===== src/hdl/cpu_pkg.sv =====
package cpu_pkg;

    // ****************************************
    // widths
    // ****************************************
    typedef logic [31:0] word_t;
    typedef logic [4:0]  reg_addr_t;

    // opcodes, anything else is a no-op
    typedef enum logic [4:0] {
        op_rtype = 5'b00000,
        op_j     = 5'b00001,
        op_bne   = 5'b00010,
        op_jal   = 5'b00011,
        op_addi  = 5'b00101,
        op_sw    = 5'b00111,
        op_lw    = 5'b01000
    } opcode_e;

    // alu codes in the R-type aluop field
    typedef enum logic [4:0] {
        alu_add = 5'd0,
        alu_sub = 5'd1,
        alu_and = 5'd2,
        alu_or  = 5'd3,
        alu_sll = 5'd4,
        alu_sra = 5'd5
    } alu_op_e;

    // ****************************************
    // instruction fields
    // ****************************************
    localparam int fld_op_hi    = 31;
    localparam int fld_op_lo    = 27;
    localparam int fld_rd_hi    = 26;
    localparam int fld_rd_lo    = 22;
    localparam int fld_rs_hi    = 21;
    localparam int fld_rs_lo    = 17;
    localparam int fld_rt_hi    = 16;
    localparam int fld_rt_lo    = 12;
    localparam int fld_shamt_hi = 11;
    localparam int fld_shamt_lo = 7;
    localparam int fld_alu_hi   = 6;
    localparam int fld_alu_lo   = 2;
    // immediate and jump target both start at bit 0
    localparam int fld_imm_hi   = 15;
    localparam int fld_tgt_hi   = 26;

    // jal return address goes here
    localparam reg_addr_t link_reg = 5'd31;

    // ****************************************
    // pipeline registers
    // ****************************************
    typedef struct packed {
        logic is_rtype;
        logic is_addi;
        logic is_lw;
        logic is_sw;
        logic is_bne;
        logic is_jal;
        logic reg_write;
    } ctrl_t;

    typedef struct packed {
        logic  valid;
        word_t pc_plus_1;
        word_t instr;
    } fd_t;

    typedef struct packed {
        logic       valid;
        ctrl_t      ctrl;
        word_t      pc_plus_1;
        reg_addr_t  rd;
        reg_addr_t  rs_num;
        reg_addr_t  reg2_num;
        word_t      rs_val;
        word_t      reg2_val;
        word_t      imm;
        alu_op_e    alu_op;
        logic [4:0] shamt;
    } dx_t;

    typedef struct packed {
        logic      valid;
        ctrl_t     ctrl;
        reg_addr_t rd;
        word_t     result;
        word_t     store_data;
    } xm_t;

    typedef struct packed {
        logic      valid;
        logic      reg_write;
        reg_addr_t dest;
        word_t     wdata;
    } mw_t;

endpackage


===== src/hdl/fetch_stage.sv =====
`timescale 1ns/100ps

module fetch_stage import cpu_pkg::*; #(
    parameter int IMEM_ADDR_W = 12
) (
    input  logic                   clk,
    input  logic                   reset,
    input  word_t                  imem_data,
    input  logic                   redirect,
    input  word_t                  redirect_pc,
    input  logic                   load_stall,
    input  logic                   mem_busy,
    output logic [IMEM_ADDR_W-1:0] imem_addr,
    output fd_t                    fd
);

    word_t   pc;
    word_t   pc_plus_1;
    word_t   next_pc;
    opcode_e fetch_op;
    logic    is_jump;
    logic    advance;

    assign imem_addr = pc[IMEM_ADDR_W-1:0];
    assign pc_plus_1 = pc + 32'd1;

    // predecode j/jal straight off the instruction port
    assign fetch_op = opcode_e'(imem_data[fld_op_hi:fld_op_lo]);
    assign is_jump  = (fetch_op == op_j) || (fetch_op == op_jal);

    // bne from execute wins over a jump being fetched
    always_comb begin
        if (redirect)
            next_pc = redirect_pc;
        else if (is_jump)
            next_pc = word_t'(imem_data[fld_tgt_hi:0]);
        else
            next_pc = pc_plus_1;
    end

    // bus freeze holds everything, redirect beats the load interlock
    assign advance = !mem_busy && (redirect || !load_stall);

    always_ff @(posedge clk) begin
        if (reset) begin
            pc       <= '0;
            fd.valid <= 1'b0;
        end else if (advance) begin
            pc           <= next_pc;
            // squash the fetched word on a taken bne
            fd.valid     <= !redirect;
            fd.pc_plus_1 <= pc_plus_1;
            fd.instr     <= imem_data;
        end
    end

endmodule


===== src/hdl/decode_stage.sv =====
`timescale 1ns/100ps

module decode_stage import cpu_pkg::*; (
    input  logic      clk,
    input  logic      reset,
    input  fd_t       fd,
    input  mw_t       mw,
    input  logic      redirect,
    input  logic      load_stall,
    input  logic      mem_busy,
    output dx_t       dx,
    output reg_addr_t rs_num_d,
    output reg_addr_t reg2_num_d
);

    opcode_e   op;
    ctrl_t     ctrl;
    reg_addr_t rd;
    reg_addr_t rs_num;
    reg_addr_t reg2_num;
    word_t     rs_val;
    word_t     reg2_val;
    logic      wr_en;
    dx_t       dx_next;
    // r1..r31, r0 is not stored
    word_t     regs [1:31];

    // ****************************************
    // fields and control
    // ****************************************
    assign op = opcode_e'(fd.instr[fld_op_hi:fld_op_lo]);
    assign rd = fd.instr[fld_rd_hi:fld_rd_lo];

    always_comb begin
        ctrl           = '0;
        ctrl.is_rtype  = (op == op_rtype);
        ctrl.is_addi   = (op == op_addi);
        ctrl.is_lw     = (op == op_lw);
        ctrl.is_sw     = (op == op_sw);
        ctrl.is_bne    = (op == op_bne);
        ctrl.is_jal    = (op == op_jal);
        ctrl.reg_write = ctrl.is_rtype | ctrl.is_addi | ctrl.is_lw | ctrl.is_jal;
    end

    // rs only for instructions that read it, keeps false interlocks away
    assign rs_num = (ctrl.is_rtype | ctrl.is_addi | ctrl.is_lw | ctrl.is_sw | ctrl.is_bne)
                  ? fd.instr[fld_rs_hi:fld_rs_lo] : '0;
    // second read port: rt for R-type, rd for sw and bne
    assign reg2_num = ctrl.is_rtype ? fd.instr[fld_rt_hi:fld_rt_lo]
                    : (ctrl.is_sw | ctrl.is_bne) ? rd : '0;

    // hazard unit only cares about a live instruction
    assign rs_num_d   = fd.valid ? rs_num : '0;
    assign reg2_num_d = fd.valid ? reg2_num : '0;

    // ****************************************
    // register file
    // ****************************************
    assign wr_en = mw.valid && mw.reg_write && (mw.dest != '0);

    // registers start out zero
    always_ff @(posedge clk) begin
        if (reset) begin
            regs <= '{default: '0};
        end else if (wr_en) begin
            regs[mw.dest] <= mw.wdata;
        end
    end

    // write-through from writeback in the same cycle
    assign rs_val = (rs_num == '0) ? '0
                  : (wr_en && mw.dest == rs_num) ? mw.wdata : regs[rs_num];
    assign reg2_val = (reg2_num == '0) ? '0
                    : (wr_en && mw.dest == reg2_num) ? mw.wdata : regs[reg2_num];

    // ****************************************
    // decode/execute register
    // ****************************************
    always_comb begin
        dx_next.valid     = fd.valid && !redirect && !load_stall;
        dx_next.ctrl      = ctrl;
        dx_next.pc_plus_1 = fd.pc_plus_1;
        dx_next.rd        = rd;
        dx_next.rs_num    = rs_num;
        dx_next.reg2_num  = reg2_num;
        dx_next.rs_val    = rs_val;
        dx_next.reg2_val  = reg2_val;
        // sign-extend the 16-bit immediate
        dx_next.imm = {{(31 - fld_imm_hi){fd.instr[fld_imm_hi]}}, fd.instr[fld_imm_hi:0]};
        // immediate forms all go through add
        dx_next.alu_op = ctrl.is_rtype ? alu_op_e'(fd.instr[fld_alu_hi:fld_alu_lo]) : alu_add;
        dx_next.shamt  = fd.instr[fld_shamt_hi:fld_shamt_lo];
    end

    always_ff @(posedge clk) begin
        if (reset) begin
            dx.valid <= 1'b0;
        end else if (mem_busy) begin
            // frozen entry picks up writes it can no longer see via mw
            if (wr_en && mw.dest == dx.rs_num)
                dx.rs_val <= mw.wdata;
            if (wr_en && mw.dest == dx.reg2_num)
                dx.reg2_val <= mw.wdata;
        end else begin
            dx <= dx_next;
        end
    end

endmodule


===== src/hdl/execute_stage.sv =====
`timescale 1ns/100ps

module execute_stage import cpu_pkg::*; (
    input  logic  clk,
    input  logic  reset,
    input  dx_t   dx,
    input  mw_t   mw,
    input  logic  mem_busy,
    output xm_t   xm,
    output logic  redirect,
    output word_t redirect_pc
);

    reg_addr_t xm_dest;
    logic      xm_fwd;
    logic      mw_fwd;
    word_t     rs_fwd;
    word_t     reg2_fwd;
    word_t     alu_b;
    word_t     alu_res;
    word_t     result;

    // ****************************************
    // forwarding
    // ****************************************
    // jal in memory writes r31, not its rd field
    assign xm_dest = xm.ctrl.is_jal ? link_reg : xm.rd;
    // loads in memory have no data yet, interlock covers them
    assign xm_fwd = xm.valid && xm.ctrl.reg_write && !xm.ctrl.is_lw && (xm_dest != '0);
    assign mw_fwd = mw.valid && mw.reg_write && (mw.dest != '0);

    // nearest producer first
    assign rs_fwd = (xm_fwd && xm_dest == dx.rs_num) ? xm.result
                  : (mw_fwd && mw.dest == dx.rs_num) ? mw.wdata
                  : dx.rs_val;
    assign reg2_fwd = (xm_fwd && xm_dest == dx.reg2_num) ? xm.result
                    : (mw_fwd && mw.dest == dx.reg2_num) ? mw.wdata
                    : dx.reg2_val;

    // ****************************************
    // alu
    // ****************************************
    assign alu_b = (dx.ctrl.is_addi | dx.ctrl.is_lw | dx.ctrl.is_sw) ? dx.imm : reg2_fwd;

    always_comb begin
        case (dx.alu_op)
            alu_add: alu_res = rs_fwd + alu_b;
            alu_sub: alu_res = rs_fwd - alu_b;
            alu_and: alu_res = rs_fwd & alu_b;
            alu_or:  alu_res = rs_fwd | alu_b;
            // shifts take shamt, not operand b
            alu_sll: alu_res = rs_fwd << dx.shamt;
            alu_sra: alu_res = word_t'($signed(rs_fwd) >>> dx.shamt);
            default: alu_res = '0;
        endcase
    end

    // jal carries its return address
    assign result = dx.ctrl.is_jal ? dx.pc_plus_1 : alu_res;

    // bne rd, rs taken when they differ
    assign redirect    = dx.valid && dx.ctrl.is_bne && (rs_fwd != reg2_fwd);
    assign redirect_pc = dx.pc_plus_1 + dx.imm;

    // ****************************************
    // execute/memory register
    // ****************************************
    always_ff @(posedge clk) begin
        if (reset) begin
            xm.valid <= 1'b0;
        end else if (!mem_busy) begin
            xm.valid      <= dx.valid;
            xm.ctrl       <= dx.ctrl;
            xm.rd         <= dx.rd;
            xm.result     <= result;
            // sw stores rd, read on the second port
            xm.store_data <= reg2_fwd;
        end
    end

endmodule


===== src/hdl/memory_stage.sv =====
`timescale 1ns/100ps

module memory_stage import cpu_pkg::*; #(
    parameter int DMEM_ADDR_W = 12
) (
    input  logic                   clk,
    input  logic                   reset,
    input  xm_t                    xm,
    input  word_t                  wb_dat_i,
    input  logic                   wb_ack,
    output logic                   wb_cyc,
    output logic                   wb_stb,
    output logic                   wb_we,
    output logic [DMEM_ADDR_W-1:0] wb_adr,
    output word_t                  wb_dat_o,
    output logic                   mem_busy,
    output mw_t                    mw
);

    logic mem_op;

    // ****************************************
    // wishbone master
    // ****************************************
    // one transfer per lw/sw, xm holds it steady until ack
    assign mem_op   = xm.valid && (xm.ctrl.is_lw || xm.ctrl.is_sw);
    assign wb_cyc   = mem_op;
    assign wb_stb   = mem_op;
    assign wb_we    = mem_op && xm.ctrl.is_sw;
    // word address from the low result bits
    assign wb_adr   = xm.result[DMEM_ADDR_W-1:0];
    assign wb_dat_o = xm.store_data;

    // waiting on the slave freezes the whole pipe
    assign mem_busy = mem_op && !wb_ack;

    // ****************************************
    // memory/writeback register
    // ****************************************
    always_ff @(posedge clk) begin
        if (reset) begin
            mw.valid <= 1'b0;
        end else if (mem_busy) begin
            // nothing retires while the bus is stalled
            mw.valid <= 1'b0;
        end else begin
            mw.valid     <= xm.valid;
            mw.reg_write <= xm.ctrl.reg_write;
            mw.dest      <= xm.ctrl.is_jal ? link_reg : xm.rd;
            // load data sampled on the ack edge
            mw.wdata     <= xm.ctrl.is_lw ? wb_dat_i : xm.result;
        end
    end

endmodule


===== src/hdl/hazard_unit.sv =====
`timescale 1ns/100ps

module hazard_unit import cpu_pkg::*; (
    input  dx_t       dx,
    input  xm_t       xm,
    input  reg_addr_t rs_num_d,
    input  reg_addr_t reg2_num_d,
    output logic      load_stall
);

    logic load_x_hit;
    logic load_m_hit;

    // load in execute, decode reads its target
    assign load_x_hit = dx.valid && dx.ctrl.is_lw && (dx.rd != '0)
                     && (dx.rd == rs_num_d || dx.rd == reg2_num_d);

    // load in memory, data not back until writeback
    assign load_m_hit = xm.valid && xm.ctrl.is_lw && (xm.rd != '0)
                     && (xm.rd == rs_num_d || xm.rd == reg2_num_d);

    // consumer waits in decode, then forwards from writeback
    assign load_stall = load_x_hit || load_m_hit;

endmodule


===== src/hdl/cpu_top.sv =====
`timescale 1ns/100ps

module cpu_top import cpu_pkg::*; #(
    parameter int IMEM_ADDR_W = 12,
    parameter int DMEM_ADDR_W = 12
) (
    input  logic                   clk,
    input  logic                   reset,
    // instruction port, combinational read
    output logic [IMEM_ADDR_W-1:0] imem_addr,
    input  word_t                  imem_data,
    // wishbone classic master
    output logic                   wb_cyc,
    output logic                   wb_stb,
    output logic                   wb_we,
    output logic [DMEM_ADDR_W-1:0] wb_adr,
    output word_t                  wb_dat_o,
    input  word_t                  wb_dat_i,
    input  logic                   wb_ack
);

    // stage to stage registers
    fd_t fd;
    dx_t dx;
    xm_t xm;
    mw_t mw;

    // control between stages
    logic      redirect;
    word_t     redirect_pc;
    logic      load_stall;
    logic      mem_busy;
    reg_addr_t rs_num_d;
    reg_addr_t reg2_num_d;

    // ****************************************
    // pipeline
    // ****************************************
    fetch_stage #(.IMEM_ADDR_W(IMEM_ADDR_W)) i_fetch (
        .clk, .reset, .imem_data, .redirect, .redirect_pc,
        .load_stall, .mem_busy, .imem_addr, .fd
    );

    decode_stage i_decode (
        .clk, .reset, .fd, .mw, .redirect, .load_stall,
        .mem_busy, .dx, .rs_num_d, .reg2_num_d
    );

    execute_stage i_execute (
        .clk, .reset, .dx, .mw, .mem_busy, .xm, .redirect, .redirect_pc
    );

    memory_stage #(.DMEM_ADDR_W(DMEM_ADDR_W)) i_memory (
        .clk, .reset, .xm, .wb_dat_i, .wb_ack, .wb_cyc, .wb_stb,
        .wb_we, .wb_adr, .wb_dat_o, .mem_busy, .mw
    );

    // load-use interlock
    hazard_unit i_hazard (
        .dx, .xm, .rs_num_d, .reg2_num_d, .load_stall
    );

endmodule


===== config.mk =====
export PLATFORM = sky130hd
export DESIGN_NAME = cpu_top
export DESIGN_NICKNAME = d
export VERILOG_FILES = /design/src/hdl/cpu_pkg.sv /design/src/hdl/fetch_stage.sv /design/src/hdl/decode_stage.sv /design/src/hdl/execute_stage.sv /design/src/hdl/memory_stage.sv /design/src/hdl/hazard_unit.sv /design/src/hdl/cpu_top.sv
export SDC_FILE = /design/constraint.sdc
export NUM_CORES = 2
export LEC_CHECK = 0
export BUFFER_PORTS_ARGS = -buffer_cell sky130_fd_sc_hd__buf_2
export CAP_MARGIN = 25
export CORE_ASPECT_RATIO = 1.2
export CORE_MARGIN = 1.5
export CORE_UTILIZATION = 35
export CTS_BUF_LIST = sky130_fd_sc_hd__clkbuf_4 sky130_fd_sc_hd__clkbuf_8 sky130_fd_sc_hd__clkbuf_16
export DETAILED_ROUTE_END_ITERATION = 16
export GPL_ROUTABILITY_DRIVEN = 1
export PLACE_DENSITY = 0.47
export SLEW_MARGIN = 40
export SYNTH_ARGS = -nofsm -noshare
export SYNTH_HDL_FRONTEND = slang
export SYNTH_SLANG_ARGS = --single-unit
export TNS_END_PERCENT = 20

===== constraint.sdc =====
create_clock -name clk -period 25.8 [get_ports clk]
set_input_delay 3.87 -clock clk [delete_from_list [all_inputs] [get_ports clk]]
set_output_delay 3.87 -clock clk [all_outputs]
set_load 0.05 [all_outputs]

* Yosys cells after proc, flatten, opt, wreduce, memory -nomap -nowiden
Cells that the tools add are included.
** Storage, ports and cells
- Output and inout port bits :: 59
- Flip-flop bits (word level) :: 1346
- Bits of input ports :: 67
** Cells by class
- Multiplexer cells :: 30
- Reduce and logical (&&, ||, !) cells :: 48
- Shift operators :: 2
- Order comparisons :: 4
- Add/sub/neg operators :: 4
- Bitwise operators :: 15
- Equal/unequal tests :: 23
** Operator list (number)
- $bwmux 992 :: 1
- $mux 32 :: 18
- $bmux 32 s5 :: 2
- $pmux 32 s6 :: 1
- $demux 32 s5 :: 1
- $add 32x32->32 :: 2
- $mux 64 :: 1
- $eq 5x5->1 :: 10
- $add 32x1->32 const B :: 1
- $and 32x32->32 :: 1
- $ne 32x32->1 :: 1
- $or 32x32->32 :: 1
- $shl 32x5->32 :: 1
- $sshr 32x5->32 :: 1
- $sub 32x32->32 :: 1
- $mux 5 :: 6
- $logic_and 1x1->1 :: 26
- $eq 5x2->1 const B :: 5
- $eq 5x3->1 const B :: 4
- $logic_not 5->1 :: 4
- $reduce_bool 5->1 :: 4
- $ge 6x6->1 const B :: 3
- $not 5->6 :: 3
- $eq 5x1->1 const B :: 2
- other kinds (8) :: 26

* Depth between registers and ports, before layout
- Depth in word-level cells :: 15
- Gate-level depth with buffers :: 32
- Mapped depth without buffers :: 26

* By module
From an unflattened synthesis, not the netlist that was laid out.
** Unflattened totals
- Cell total of the unflattened synthesis :: 10350
- Area, all modules :: 79127.1 µm²
** Modules (own cells, without submodules)
- decode_stage :: area each 57998.1 µm², cells each 8071, instances 1
- execute_stage :: area each 14067.2 µm², cells each 1679, instances 1
- fetch_stage :: area each 4670.7 µm², cells each 433, instances 1
- memory_stage :: area each 2115.8 µm², cells each 132, instances 1
- hazard_unit :: area each 275.3 µm², cells each 35, instances 1

* Worst setup path before layout
No wires, ideal clock.
- Kind :: input-to-reg
- Start point :: input port reset
- End point :: register i_decode.dx[0] (netlist name)
- Slack :: 12.896 ns
- Data arrival time :: 12.171 ns
- Path buffers :: 3
- Cell stages on the path :: 4
- Required time :: 25.067 ns
- Cells stage by stage :: clkbuf_1 -> clkbuf_1 -> clkbuf_1 -> nor2_1
** Between the ends
- Word-level cells in the longest chain between the ends :: 2
** RTL lines
- start: declaration :: line cpu_top.sv:8 : input logic reset,
- $not 1->1 (no source line)
- $reduce_and 2->1 (no source line)
No other way between the ends.
A chain may end at the register's enable or synchronous reset.

* Worst setup path in the final report
- Start point :: register i_memory.mw[36] (netlist name)
- End point :: register i_execute.xm[63] (netlist name)
** Between the ends
- Word-level cells in the longest chain between the ends :: 9
- Elaborated cells between the ends (all ways) :: 19
- Those cells by class :: add/sub (2); eq/ne (2); shift (2); mux (7); bitwise (2); reduce/logical (4)
** RTL lines
- $reduce_bool 5->1 :: line execute_stage.sv:30 : assign mw_fwd = mw.valid && mw.reg_write && (mw.dest != '0);
- $logic_and 1x1->1 :: line execute_stage.sv:30
- $logic_and 1x1->1 :: line execute_stage.sv:37 : : (mw_fwd && mw.dest == dx.reg2_num) ? mw.wdata
- $mux 32 :: line execute_stage.sv:37
- $mux 32 :: line execute_stage.sv:36 : assign reg2_fwd = (xm_fwd && xm_dest == dx.reg2_num) ? xm.result
- $mux 32 :: line execute_stage.sv:43 : assign alu_b = (dx.ctrl.is_addi | dx.ctrl.is_lw | dx.ctrl.is_sw) ? dx.imm : reg2_fwd;
- $sub 32x32->32 (tied with other cells) :: line execute_stage.sv:48 : alu_sub: alu_res = rs_fwd - alu_b;
- $pmux 32 s6 * :: line execute_stage.sv:46 : case (dx.alu_op)
- $mux 32 * :: line execute_stage.sv:59 : assign result = dx.ctrl.is_jal ? dx.pc_plus_1 : alu_res;
- named net i_execute.result[31] :: line execute_stage.sv:21 : word_t result;
Mark *: on every way through the listed nets, which the timed path passes. The rest lies on a longest branch.

==> results.toml <==
[power_and_ir_drop]
total_power_mw = 5.28
comb_power_share_pct = 13.7
p_clk_share_pct = 43.8
leakage_nw = 29.0
seqPwrFrac_pct = 42.6
p_switching_mw = 1.55
power.switching_fraction_pct = 29.4
vdd_drop_max_mv = 0.0438
p_int_mw = 3.73
p_per_area_nw_per_um2 = 60.7

[worst_setup_path]
path_cells = "or3_1 > o311a_4 > nand2_1 > o311ai_0 > a31oi_1 > or3_1 > o21ai_0 > xor2_1 > ha_1 > a21oi_1 > nand2_1 > a21oi_1 > o21ai_0 > o21ai_0 > o21ai_0 > a221o_1 > a311oi_1 > o21bai_1 > a21oi_1 > xnor2_1 > o311ai_1"
crit_type = "flip-flop to flip-flop"
crit_family = "compound AO/OA/AOI/OAI gates"
critPathSlowestCell = "edfxtp_1"
crit_fanout = 25
end_kind = "flip-flop"
crit_path_max_incr_delay_ps = 770
r2r-start = "i_memory.mw[36]"
cp_num_cells = 21
cp.required_ps = 26460
worst_r2r_path_depth = 21
crit_buf_inv = 0
arrival_ps = 8480
r2r_slack_ps = 17980
r2r-end = "i_execute.xm[63]"
start_kind = "flip-flop"
cp_common_cell = "o21ai_0"

[yosys]
synth_area_leader_cell = "dfxtp_1"
syn-instance-count = 10600
ys_types = 104
synth-seq-cells = 1341
syn_area_um2 = 79100
synth_seq_area_share_pct = 37.9
ys_warn_count = 0
synthTopCellsByArea = "dfxtp_1 26%, nand2_1 16%, edfxtp_1 12%"
synth_common_cells = "3271 x nand2_1, 1270 x a21oi_1, 1028 x dfxtp_1"
ys.flop_type = "dfxtp_1"
synthArstFlopShare_pct = 0
yosysTopAreaCellShare_pct = 26.0
syn-num-nets = 10700
yosysMostFrequentCell = "nand2_1"
synth_edf_count = 313
syn_area_per_cell_um2 = 7.49

[placement]
io_buffers = 125
placedInstanceArea_um2 = 81700
dp_hpwl_um = 238000
place_congestion = 0.986

[routing]
vias = 80200
antenna_left = 0
wl_per_cell_um = 29.4
drcViolationCount = 0
vias_per_cell = 6.12
drt_iter0_drc = 8947
drt_wl_total_um = 386000
first_pass_iters = 9

[clock_tree]
cts_hold_buf = 0
path_clk_slew_ps = 70
clk_latency_ps = 850
clock_sinks = 1341
h-tree-depth = 4
clockBufferDepth = 3
cts_root_buffer = "clkbuf_16"
cts-buffers-inserted = 157
cts_tree = "built"
cts_resized = 0
cts_setup_buffers = 0

[die]
dieHeight_um = 524
rows = 190
core_area_um2 = 224000
die_area_um2 = 229000
start_util_pct = 35.3
io_pins = 126
die_w_um = 437

[cells_and_area]
fin_nets = 10200
fill_cells = 23000
areaGrowthSynthToFinish_pct = 9.95
drive_gt1_share_pct = 9.07
fin_area_um2 = 86900

[timing]
final_hold_viol_count = 0
relSlewSlack_pct = 31.4
period_share_pct = 30.3
drv_slew = 0
finalSetupViolations = 0
rsz0062_at_grt = "no"
setup_tns_ps = 0
max_freq_mhz = 128
fin_worst_skew_ps = 35.4
min_period_ps = 7820
tightestPinTransition_ps = 1020

[grt]
antenna_found_initial = 10
grt.overflow.total = 0
grt_max_degree = 172
track_usage_pct = 32.4
grt_pass1_wl_um = 548000
grt_pass1_vias = 75100

[min_path]
whs_path_depth = 0
holdCritStartpoint = "i_fetch.fd[48]"
worstHoldEndpoint = "i_decode.dx[137]"
hp-class = "flip-flop to flip-flop"

[job]
maxCapViolCount = 0

[status]
status = "complete, no violations"
area by class of cell:
type | count | area, um^2 | share of cell area (%)
multi-input combinational | 8072 | 45100 | 51.8
sequential | 1341 | 30000 | 34.5
clock buffer | 219 | 4610 | 5.31
tap | 2976 | 3720 | 4.28
timing repair buffer | 362 | 2670 | 3.07
clock inverter | 51 | 528 | 0.607
inverter | 86 | 359 | 0.413
antenna | 4 | 10.0 | 0.0115
power groups by stage:
| stage | Clock, mW | Sequential [mW] | Combinational, mW |
|---|---|---|---|
| CTS | 2.34 | 2.25 | 0.702 |
| detailed placement | 0 | 2.29 | 0.700 |
| finish | 2.31 | 2.25 | 0.723 |
| floorplan | 0 | 2.26 | 0.462 |
| global route | 2.42 | 2.25 | 0.752 |
| global placement | 0 | 2.29 | 0.698 |
metrics by stage:
stage	std cells	hold WS (ps)	utilization [%]	worst slack (ps)
after detailed placement	12800	405	36.5	18190
after global placement	12800	402	36.4	18160
after CTS	13100	418	38.8	18180
after floorplan	10600	400	-	12900
after global routing	13100	420	38.8	17490
final	13100	416	38.8	17980
registers in the layout, summed over array words and instances (netlist names):
register and count:
i_fetch.pc 32, i_decode.regs 992, i_memory.mw 39, i_execute.xm 74, i_decode.dx 139, i_fetch.fd 65
logic make-up (layout without fill, tap and decap cells):
group / count (synthesis) / count (layout) / share of synthesized area, %
flip-flops: 1341 / 1341 / 37.9
adder cells (fa/ha/maj): 96 / 96 / 1.45
buffers and inverters: 1147 / 718 / 5.92
XOR/XNOR: 163 / 163 / 1.81
other: 0 / 4 / 0
AND/OR/NAND/NOR: 4629 / 4629 / 24.3
AO/OA/AOI/OAI: 2619 / 2619 / 20.6
multiplexers: 565 / 565 / 8.03
per-layer routing:
metal	vias to the layer above	GRT usage [%]	part of all wire, %
met4	4	21.7	7.6
met2	4340	51.6	45
met5	-	0	0.0060
li1	35900	-	-
met3	1084	6.11	8.5
met1	38900	39.9	39
worst max-delay path by stage:
stage	startpoint	end	slack, ps
detailed placement	i_memory.mw[35]	i_execute.xm[60]	18190
CTS	i_memory.mw[36]	i_execute.xm[63]	18180
global route	i_execute.xm[64]	i_execute.xm[63]	17490
finish	i_memory.mw[36]	i_execute.xm[63]	17980
floorplan	reset	i_decode.dx[0]	12900
global placement	reset	i_execute.xm[28]	18160
cells in the final DEF (no fill, tap or decap), types with 211 or more instances in the layout:
master | Yosys | layout
nand2_1 | 3271 | 3237
a21oi_1 | 1270 | 1266
dfxtp_1 | 1028 | 1028
nand3_1 | 564 | 563
mux2i_1 | 442 | 435
nor2_1 | 372 | 333
edfxtp_1 | 313 | 313
o21ai_0 | 230 | 228
a221oi_1 | 218 | 218
buf_4 | 62 | 211
(Power assumes the default switching activity.)
